==> config.mk <==
export PLATFORM = sky130hd
export DESIGN_NAME = lsu_top
export DESIGN_NICKNAME = d
export VERILOG_FILES = /design/src/lsu_pkg.sv /design/src/lsu_addr_phase.sv /design/src/lsu_txn_track.sv /design/src/lsu_rdata_merge.sv /design/src/lsu_top.sv
export VERILOG_INCLUDE_DIRS = /design/src
export SDC_FILE = /design/constraint.sdc
export NUM_CORES = 1
export LEC_CHECK = 0
export BUFFER_PORTS_ARGS = -buffer_cell sky130_fd_sc_hd__buf_2
export CELL_PAD_IN_SITES_DETAIL_PLACEMENT = 0
export CELL_PAD_IN_SITES_GLOBAL_PLACEMENT = 1
export CORE_MARGIN = 1.5
export CORE_UTILIZATION = 25
export DETAILED_ROUTE_END_ITERATION = 10
export PLACE_DENSITY = 0.56
export RECOVER_POWER = 50
export SYNTH_ARGS = -nofsm -noshare
export SYNTH_HDL_FRONTEND = slang
export SYNTH_HIERARCHICAL = 1
export SYNTH_SLANG_ARGS = --single-unit
==> constraint.sdc <==
create_clock -name clk -period 6.5 [get_ports clk]
set_input_delay 1.625 -clock clk [delete_from_list [all_inputs] [get_ports clk]]
set_output_delay 1.625 -clock clk [all_outputs]
set_load 0.01 [all_outputs]
==> src/lsu_defines.svh <==
//////////////////////////////////////////////////
// Widths and limits shared by the LSU
// LSU_CNT_W must hold the value LSU_DEPTH
//////////////////////////////////////////////////

`ifndef LSU_DEFINES_SVH
`define LSU_DEFINES_SVH

// Data and address width
`define LSU_XLEN  32

// Byte lanes on the data bus
`define LSU_BE_W  4

// Max outstanding bus transactions
`define LSU_DEPTH 2

// Outstanding counter width
`define LSU_CNT_W 2

`endif

==> src/lsu_pkg.sv <==
//////////////////////////////////////////////////
// Types for the LSU, its bus and its tag queue
// Field order in the structs is part of the bus
//////////////////////////////////////////////////

`include "lsu_defines.svh"

package lsu_pkg;

  // Operation kind
  typedef enum logic {
    LSU_LOAD  = 1'b0,
    LSU_STORE = 1'b1
  } lsu_op_e;

  // Access size, encoding matches the usual funct3 low bits
  typedef enum logic [1:0] {
    SIZE_BYTE = 2'b00,
    SIZE_HALF = 2'b01,
    SIZE_WORD = 2'b10
  } lsu_size_e;

  // Address phase of a split access
  typedef enum logic {
    ST_FIRST  = 1'b0,
    ST_SECOND = 1'b1
  } split_state_e;

  // Request from the core
  typedef struct packed {
    lsu_op_e              op;
    lsu_size_e            size;
    logic                 sext;    // Sign extend loaded data
    logic [`LSU_XLEN-1:0] base;
    logic [`LSU_XLEN-1:0] offset;
    logic [`LSU_XLEN-1:0] wdata;   // Store data, LSB aligned
  } lsu_req_t;

  // Bus address phase
  typedef struct packed {
    logic [`LSU_XLEN-1:0] addr;
    logic                 we;
    logic [`LSU_BE_W-1:0] be;
    logic [`LSU_XLEN-1:0] wdata;   // Already rotated into lanes
  } bus_req_t;

  // Bus response phase
  typedef struct packed {
    logic [`LSU_XLEN-1:0] rdata;
  } bus_resp_t;

  // Per-transaction info for the read-data merge
  typedef struct packed {
    lsu_size_e  size;
    logic       sext;
    logic       we;
    logic [1:0] offset;   // Byte offset of the original address
    logic       first;    // First half of a split access
    logic       last;     // Completes the operation
  } lsu_tag_t;

endpackage

==> src/lsu_addr_phase.sv <==
//////////////////////////////////////////////////
// Address phase. The core must hold req_i stable
// until req_ready_o, both halves of a split use it
//////////////////////////////////////////////////

`timescale 1ns/1ps

`include "lsu_defines.svh"

module lsu_addr_phase (
  input  logic                clk,
  input  logic                rst_n,

  // Core request
  input  logic                req_valid_i,
  input  lsu_pkg::lsu_req_t   req_i,
  output logic                req_ready_o,

  // From the tracker
  input  logic                room_i,

  // Bus address phase
  output logic                bus_valid_o,
  output lsu_pkg::bus_req_t   bus_req_o,
  input  logic                bus_ready_i,

  // To the tracker
  output logic                push_o,
  output lsu_pkg::lsu_tag_t   tag_o
);

  logic [`LSU_XLEN-1:0]   addr;         // base + offset
  logic [1:0]             offset;       // Byte offset in the word
  logic                   is_split;     // Access crosses a word boundary
  logic                   split_first;  // Issuing the first half of a split
  logic                   second;       // Issuing the second half
  logic [`LSU_BE_W-1:0]   size_mask;    // Lanes covered at offset 0
  logic [2*`LSU_BE_W-1:0] be_wide;      // Mask moved to the offset, spill in upper half
  logic [2*`LSU_XLEN-1:0] wdata_wide;
  lsu_pkg::split_state_e  state_q;

  assign addr   = req_i.base + req_i.offset;
  assign offset = addr[1:0];
  assign second = (state_q == lsu_pkg::ST_SECOND);

  // Word off alignment, or halfword in the top lane
  assign is_split = ((req_i.size == lsu_pkg::SIZE_WORD) && (offset != 2'b00)) ||
                    ((req_i.size == lsu_pkg::SIZE_HALF) && (offset == 2'b11));

  assign split_first = is_split && !second;

  //////////////////////////////////////////////////
  // Byte enables and lane rotation
  //////////////////////////////////////////////////

  always_comb begin
    case (req_i.size)
      lsu_pkg::SIZE_BYTE: size_mask = 4'b0001;
      lsu_pkg::SIZE_HALF: size_mask = 4'b0011;
      default:            size_mask = 4'b1111;
    endcase
  end

  // Lanes that fall past lane 3 belong to the second half
  assign be_wide = {{`LSU_BE_W{1'b0}}, size_mask} << offset;

  // Rotate left by whole bytes, upper word of the doubled data
  assign wdata_wide = {req_i.wdata, req_i.wdata} << {offset, 3'b000};

  //////////////////////////////////////////////////
  // Bus request and handshakes
  //////////////////////////////////////////////////

  assign bus_valid_o = req_valid_i && room_i;    // Hold off while tracker is full
  assign push_o      = bus_valid_o && bus_ready_i;

  // Core sees acceptance only with the last transfer
  assign req_ready_o = push_o && !split_first;

  always_comb begin
    bus_req_o.we    = (req_i.op == lsu_pkg::LSU_STORE);
    bus_req_o.wdata = wdata_wide[2*`LSU_XLEN-1:`LSU_XLEN];
    if (second) begin
      bus_req_o.addr = {addr[`LSU_XLEN-1:2], 2'b00} + `LSU_XLEN'(4); // Next word
      bus_req_o.be   = be_wide[2*`LSU_BE_W-1:`LSU_BE_W];            // Spilled lanes
    end else begin
      bus_req_o.addr = addr;
      bus_req_o.be   = be_wide[`LSU_BE_W-1:0];
    end
  end

  // Tag carried to the response side
  always_comb begin
    tag_o.size   = req_i.size;
    tag_o.sext   = req_i.sext;
    tag_o.we     = (req_i.op == lsu_pkg::LSU_STORE);
    tag_o.offset = offset;
    tag_o.first  = split_first;
    tag_o.last   = !split_first;   // Unsplit or second half
  end

  // Split tracking, advances on each accepted transfer
  always_ff @(posedge clk or negedge rst_n) begin
    if (!rst_n) begin
      state_q <= lsu_pkg::ST_FIRST;
    end else if (push_o) begin
      state_q <= split_first ? lsu_pkg::ST_SECOND : lsu_pkg::ST_FIRST;
    end
  end

endmodule

==> src/lsu_txn_track.sv <==
//////////////////////////////////////////////////
// In-order tag queue for outstanding transfers
// Expects one pop per push, never before it
//////////////////////////////////////////////////

`timescale 1ns/1ps

`include "lsu_defines.svh"

module lsu_txn_track (
  input  logic              clk,
  input  logic              rst_n,

  // Issue side
  input  logic              push_i,
  input  lsu_pkg::lsu_tag_t tag_i,

  // Response side
  input  logic              pop_i,

  output logic              room_o,
  output lsu_pkg::lsu_tag_t head_tag_o,
  output logic              busy_o
);

  localparam int PTR_W = (`LSU_DEPTH > 1) ? $clog2(`LSU_DEPTH) : 1;

  lsu_pkg::lsu_tag_t    tag_mem [`LSU_DEPTH];   // Tag storage
  logic [PTR_W-1:0]     wr_ptr_q;
  logic [PTR_W-1:0]     rd_ptr_q;
  logic [`LSU_CNT_W-1:0] cnt_q;                 // Outstanding transfers
  logic [`LSU_CNT_W-1:0] cnt_d;

  //////////////////////////////////////////////////
  // Outstanding counter
  //////////////////////////////////////////////////

  always_comb begin
    case ({push_i, pop_i})
      2'b10:   cnt_d = cnt_q + 1'b1;
      2'b01:   cnt_d = cnt_q - 1'b1;
      default: cnt_d = cnt_q;        // Idle, or push and pop cancel
    endcase
  end

  always_ff @(posedge clk or negedge rst_n) begin
    if (!rst_n) begin
      cnt_q <= '0;
    end else begin
      cnt_q <= cnt_d;
    end
  end

  assign room_o = (cnt_q < `LSU_CNT_W'(`LSU_DEPTH));
  assign busy_o = (cnt_q != '0);

  //////////////////////////////////////////////////
  // Tag queue
  //////////////////////////////////////////////////

  // Pointers wrap with the queue depth
  always_ff @(posedge clk or negedge rst_n) begin
    if (!rst_n) begin
      wr_ptr_q <= '0;
      rd_ptr_q <= '0;
    end else begin
      if (push_i) wr_ptr_q <= wr_ptr_q + PTR_W'(1);
      if (pop_i)  rd_ptr_q <= rd_ptr_q + PTR_W'(1);
    end
  end

  always_ff @(posedge clk) begin
    if (push_i) begin
      tag_mem[wr_ptr_q] <= tag_i;
    end
  end

  assign head_tag_o = tag_mem[rd_ptr_q];   // Oldest outstanding transfer

endmodule

==> src/lsu_rdata_merge.sv <==
//////////////////////////////////////////////////
// Response side. Output is combinational from the
// response, tag_i must be the head of the queue
//////////////////////////////////////////////////

`timescale 1ns/1ps

`include "lsu_defines.svh"

module lsu_rdata_merge (
  input  logic                 clk,
  input  logic                 rst_n,

  // Bus response and its tag
  input  logic                 rvalid_i,
  input  lsu_pkg::bus_resp_t   resp_i,
  input  lsu_pkg::lsu_tag_t    tag_i,

  // Result to the core
  output logic                 result_valid_o,
  output logic [`LSU_XLEN-1:0] result_rdata_o
);

  logic [`LSU_XLEN-1:0]   hold_q;       // Raw word of a split first half
  logic                   split_last;   // Second half of a split access
  logic [2*`LSU_XLEN-1:0] rdata_full;
  logic [2*`LSU_XLEN-1:0] rdata_shift;
  logic [`LSU_XLEN-1:0]   rdata_ext;

  // Keep the low word until its partner arrives
  always_ff @(posedge clk or negedge rst_n) begin
    if (!rst_n) begin
      hold_q <= '0;
    end else if (rvalid_i && tag_i.first) begin
      hold_q <= resp_i.rdata;
    end
  end

  assign split_last = tag_i.last &&
                      (((tag_i.size == lsu_pkg::SIZE_WORD) && (tag_i.offset != 2'b00)) ||
                       ((tag_i.size == lsu_pkg::SIZE_HALF) && (tag_i.offset == 2'b11)));

  // New word on top, held word below, doubled word otherwise
  assign rdata_full  = split_last ? {resp_i.rdata, hold_q} : {resp_i.rdata, resp_i.rdata};
  assign rdata_shift = rdata_full >> {tag_i.offset, 3'b000};

  always_comb begin
    case (tag_i.size)
      lsu_pkg::SIZE_BYTE: rdata_ext = {{24{tag_i.sext && rdata_shift[7]}}, rdata_shift[7:0]};
      lsu_pkg::SIZE_HALF: rdata_ext = {{16{tag_i.sext && rdata_shift[15]}}, rdata_shift[15:0]};
      default:            rdata_ext = rdata_shift[`LSU_XLEN-1:0];
    endcase
  end

  // One strobe per operation, stores return zero
  assign result_valid_o = rvalid_i && tag_i.last;
  assign result_rdata_o = tag_i.we ? '0 : rdata_ext;

endmodule

==> src/lsu_top.sv <==
//////////////////////////////////////////////////
// Load/store unit top. One operation at a time,
// bus responses in order, no back-pressure on them
//////////////////////////////////////////////////

`timescale 1ns/1ps

`include "lsu_defines.svh"

module lsu_top (
  input  logic                 clk,
  input  logic                 rst_n,

  // Core request
  input  logic                 req_valid_i,
  input  lsu_pkg::lsu_req_t    req_i,
  output logic                 req_ready_o,

  // Data bus
  output logic                 bus_valid_o,
  output lsu_pkg::bus_req_t    bus_req_o,
  input  logic                 bus_ready_i,
  input  logic                 bus_rvalid_i,
  input  lsu_pkg::bus_resp_t   bus_resp_i,

  // Core result
  output logic                 result_valid_o,
  output logic [`LSU_XLEN-1:0] result_rdata_o,
  output logic                 busy_o
);

  logic              room;       // Tracker can take another transfer
  logic              push;       // Bus request accepted
  lsu_pkg::lsu_tag_t push_tag;
  lsu_pkg::lsu_tag_t head_tag;   // Tag of the oldest transfer

  //////////////////////////////////////////////////
  // Address phase and tracker
  //////////////////////////////////////////////////

  lsu_addr_phase addr_phase_inst (
    .clk         (clk),
    .rst_n       (rst_n),
    .req_valid_i (req_valid_i),
    .req_i       (req_i),
    .req_ready_o (req_ready_o),
    .room_i      (room),
    .bus_valid_o (bus_valid_o),
    .bus_req_o   (bus_req_o),
    .bus_ready_i (bus_ready_i),
    .push_o      (push),
    .tag_o       (push_tag)
  );

  lsu_txn_track txn_track_inst (
    .clk        (clk),
    .rst_n      (rst_n),
    .push_i     (push),
    .tag_i      (push_tag),
    .pop_i      (bus_rvalid_i),   // Every response retires the head
    .room_o     (room),
    .head_tag_o (head_tag),
    .busy_o     (busy_o)
  );

  //////////////////////////////////////////////////
  // Response path
  //////////////////////////////////////////////////

  lsu_rdata_merge rdata_merge_inst (
    .clk            (clk),
    .rst_n          (rst_n),
    .rvalid_i       (bus_rvalid_i),
    .resp_i         (bus_resp_i),
    .tag_i          (head_tag),
    .result_valid_o (result_valid_o),
    .result_rdata_o (result_rdata_o)
  );

endmodule

After elaboration in Yosys (flattened, before gate mapping)
Memory sizes are Yosys's and may differ from the RTL's. Cells that the tools add are included.

Input bits: 137. Memories kept: 1. Register bits after elaboration: 37. Memory bits (writable): 16. Logic and storage cells: 57. Output and inout port bits: 105.

Memory list: txn_track_inst.tag_mem (depth 2, bits a word 8, read ports 1, clocked after memory_dff 0, wr ports 1, RTL line lsu_txn_track.sv:28) `` lsu_pkg::lsu_tag_t tag_mem [`LSU_DEPTH]; ``.

Add/subtract/negate cells: 6. Reduce and logical (&&, ||, !) cells: 23. Muxes and demuxes: 10. $lt $le $gt $ge: 1. Shift-type cells: 3. Equality and inequality tests: 8.

Operators with widths (number): $mux W32 (3); $pmux W32 S2 (1); $shl A64 B5 Y64 (1); $shr A64 B5 Y32 (1); $add A32 B3 Y32 const B (1); $add A32 B32 Y32 (1); $logic_and A1 B1 Y1 (13); $eq A2 B2 Y1 const B (5); $pmux W4 S2 (1); $reduce_bool A2 Y1 (4); $shl A4 B2 Y8 (1); $eq A2 B1 Y1 const B (3); $logic_not A2 Y1 (2); $mux W4 (1); $pmux W2 S2 (1); $mux W1 (3); $add A1 B1 Y1 const B (2); $add A2 B1 Y2 const B (1); $logic_not A1 Y1 (2); $logic_or A1 B1 Y1 (2); $lt A2 B2 Y1 const B (1); $sub A2 B1 Y2 const B (1).

Longest topological paths before layout
An unclocked memory read counts as a cell.

Depth in word-level cells: 10. Mapped depth: 12. Depth with buffers taken out: 12.

Modules after synthesis
The synthesis kept the hierarchy.

By module, submodules not included: lsu_addr_phase (sequential area each 25.0 um2, area an instance 3355.7 um2, cells an instance 428, times used 1); lsu_rdata_merge (sequential area each 600.6 um2, area an instance 2486.1 um2, cells an instance 293, times used 1); lsu_txn_track (sequential area each 580.6 um2, area an instance 762.0 um2, cells an instance 41, times used 1).

Least setup slack after synthesis
Ideal clock, no wire load.

Path kind: input-to-output. Start: input req_i[32] (netlist bit). End: output bus_req_o[67] (netlist bit). Data arrival time: 4.763 ns. Path slack: 0.112 ns. Stages: 12. Data required time: 4.875 ns. Buffers on the path: 0. Path through: ha_1 -> fa_1 -> a211oi_1 -> o21ai_0 -> nand4_1 -> o211ai_1 -> a311o_1 -> or3_4 -> nand4bb_4 -> or4_4 -> nor3_2 -> xor2_1.

RTL lines: from (decl) (RTL line lsu_top.sv:16) `input lsu_pkg::lsu_req_t req_i,`; to (decl) (RTL line lsu_top.sv:21) `output lsu_pkg::bus_req_t bus_req_o,`.

==> impl_metrics.json <==
{
  "wl_per_cell_um": 16.6,
  "holdPathEnd": "txn_track_inst/wr_ptr_q",
  "dr.first_iter.drc_count": 512,
  "crit_required_ns": 4.88,
  "synth_edf_count": 16,
  "hp-start": "txn_track_inst/wr_ptr_q",
  "setup.worst_path.class": "input pin to output pin",
  "route.detailed.drc": 0,
  "antenna_left": 0,
  "synth.distinct_cells": 71,
  "vias": 6997,
  "io_pins": 242,
  "synthToLayoutAreaGrowth_pct": 38.0,
  "max_slew.worst_pin.slew_ns": 1.75,
  "dp_hpwl_mm": 18.0,
  "placed_area_mm2": 0.00854,
  "finalCritPeriodShare": 0.988,
  "cts_hold_buffers": 0,
  "maxCapViolations": 1,
  "cts_buffer_depth": 2,
  "nFillCells": 2749,
  "netlist_instances": 762,
  "ir_drop_mv": 0.180,
  "start_util": 0.254,
  "io_buffers": 241,
  "grt_pass1_vias": 6672,
  "numCtsBuffers": 5,
  "clock_sinks": 45,
  "antenna_cells": 0,
  "p_leak_nw": 4.06,
  "avgSynthCellArea_um2": 8.67,
  "grt_max_degree": 38,
  "arrival_ns": 4.80,
  "first_pass_iters": 4,
  "holdPathStages": 1,
  "hold_violations": 0,
  "rr_endpoint": "rdata_merge_inst/hold_q[18]",
  "yosys_register_bits": 45,
  "grt_pass1_wl_mm": 35.9,
  "clk_latency_ns": 0.29,
  "synth.top_cell.area_share": 0.133,
  "clkSlewWorstSetupHoldPaths_ns": 0.06,
  "post-place-ws_ns": -0.254,
  "gp_congestion": 0.809,
  "rrSetupSlack_ns": 4.12,
  "synth_most_common_cell": "nand2_1",
  "ys_top_cells_by_area": "mux4_2 13%, dfrtp_1 11%, edfxtp_1 7.3%",
  "setup_slack_ns": 0.0765,
  "die_h_um": 166,
  "final_nets": 1219,
  "yosysTopAreaCell": "mux4_2",
  "violations": "capacitance limit, slew limit",
  "stdcell_area_mm2": 0.00911,
  "worstReg2RegStart": "txn_track_inst/rd_ptr_q",
  "status": "finished with violations",
  "rsz0062_at_grt": "true",
  "drive_above_1_share": 0.446,
  "final_core_utilization": 0.351,
  "rr_worst_depth": 3,
  "p_per_area_mw_per_mm2": 270,
  "finalClockSkew_ns": 0.00175,
  "gr-usage-all-layers": 0.164,
  "fmax_ghz": 0.156,
  "syn_nets": 933,
  "rows": 59,
  "hold_slack_ns": 0.486,
  "cp-end-kind": "output pin",
  "syn_area_mm2": 0.00660,
  "via_per_inst": 5.06,
  "synthTopCellsByCount": "72 x nand2_1, 62 x nor2_1, 61 x o21ai_0",
  "coreArea_mm2": 0.0260,
  "slew_headroom": -0.168,
  "cts_tree": "built",
  "seq_area_frac_synth": 0.183,
  "die_x_um": 166,
  "synthFlopType": "dfrtp_1",
  "antenna_found_initial": 0,
  "cts_max_level": 2,
  "finalCriticalPeriod_ns": 6.42,
  "hp-class": "flop to flop",
  "path_max_fanout": 3,
  "setup_violations": 0,
  "ys_warn_count": 6,
  "die-area_mm2": 0.0274,
  "slew_violations": 30,
  "cp-start-kind": "input pin",
  "drt-total-wl_mm": 23.0,
  "cts_root_buf": "clkbuf_16",
  "async_flop_share": 0.644,
  "overflow": 0
}
==> worst max path at each step <==
stage,from,endpoint,slack [ns],cells after the start
global placement,req_i[32],bus_req_o[68],-0.18,16
detailed placement,req_i[32],bus_req_o[68],-0.25,16
floorplan,req_i[32],bus_req_o[67],0.11,12
global route,req_i[32],bus_req_o[67],-0.06,14
CTS,req_i[32],bus_req_o[67],0.007,14
finish,req_i[32],bus_req_o[67],0.08,14
==> cells in the final DEF (no fill, tap or decap), drive strengths merged, types with 6 or more instances in the layout <==
cell / instances
a211oi: 8
a21o: 19
a21oi: 59
a22o: 9
a31o: 9
a31oi: 13
and2: 12
and3: 9
buf: 325
clkbuf: 10
dfrtp: 29
edfxtp: 16
ha: 33
inv: 22
mux2: 41
mux2i: 9
mux4: 39
nand2: 72
nand3: 16
nand4: 7
nor2: 63
nor2b: 6
nor3: 15
o211a: 8
o211ai: 7
o21ai: 66
o22ai: 8
xnor2: 37
xor2: 27
==> timing repair <==
item                                    in CTS  in global routing
pin swaps                                   15                 26
setup buffers                               11                  6
resized for setup                           22                 27
endpoints found under the setup margin      11                 12
==> sequential cells by signal (all words and copies together), names as in the netlist <==
name	cells
rdata_merge_inst/hold_q	24
txn_track_inst/rd_ptr_q	1
txn_track_inst/wr_ptr_q	1
txn_track_inst/cnt_q	2
txn_track_inst/tag_mem	16
addr_phase_inst/second	1
==> power by group <==
group | total, mW | switching, mW | internal (mW)
Clock | 0.289 | 0.109 | 0.180
Sequential | 0.459 | 0.0721 | 0.387
Combinational | 1.71 | 0.941 | 0.770
Total | 2.46 | 1.12 | 1.34
==> layout make-up <==
| cell class | instances | area [um2] | share of cell area |
|---|---|---|---|
| Clock buffer | 5 | 125 | 0.0137 |
| Clock inverter | 3 | 41.3 | 0.00453 |
| Inverter | 23 | 86.3 | 0.00948 |
| Multi-Input combinational cell | 643 | 5330 | 0.585 |
| Sequential cell | 45 | 1210 | 0.132 |
| Tap cell | 335 | 419 | 0.0460 |
| Timing Repair Buffer | 330 | 1900 | 0.209 |
==> metal layers <==
layer | GRT usage | vias to the layer above | share of wire
li1 | - | 3436 | -
met1 | 0.224 | 3396 | 0.46
met2 | 0.286 | 149 | 0.50
met3 | 0.0112 | 16 | 0.034
met4 | 0.0292 | 0 | 0.010
met5 | 0 | - | 0
==> logic make-up (layout without fill, tap and decap cells) <==
logic type,after synthesis,count (layout),share of synthesized area
compound gates,237,237,0.239
fa+ha+maj,34,34,0.0656
simple gates,219,219,0.159
xor+xnor,64,64,0.0849
mux,89,89,0.217
buf+inv,74,361,0.0521
flops,45,45,0.183
==> per-stage QoR <==
| stage | instances | setup TNS (ns) | power (mW) |
|---|---|---|---|
| 2_1_floorplan | 762 | 0 | 1.53 |
| 3_3_place_gp | 1361 | -0.883 | 2.12 |
| 3_5_place_dp | 1361 | -1.45 | 2.12 |
| 4_1_cts | 1379 | 0 | 2.46 |
| 5_1_grt | 1384 | -0.123 | 2.65 |
| 6_report | 1384 | 0 | 2.46 |
==> critical path, stage by stage <==
cell,delay (ns)
buf_8,0.10
ha_4,0.15
fa_2,0.36
a211oi_4,0.27
o211a_1,0.20
o31a_1,0.23
o21bai_2,0.11
xnor2_2,0.15
or3_4,0.34
nand4bb_4,0.24
or4_4,0.59
nor3_4,0.14
xor2_1,0.15
buf_2,0.14
(Power assumes the default switching activity.)
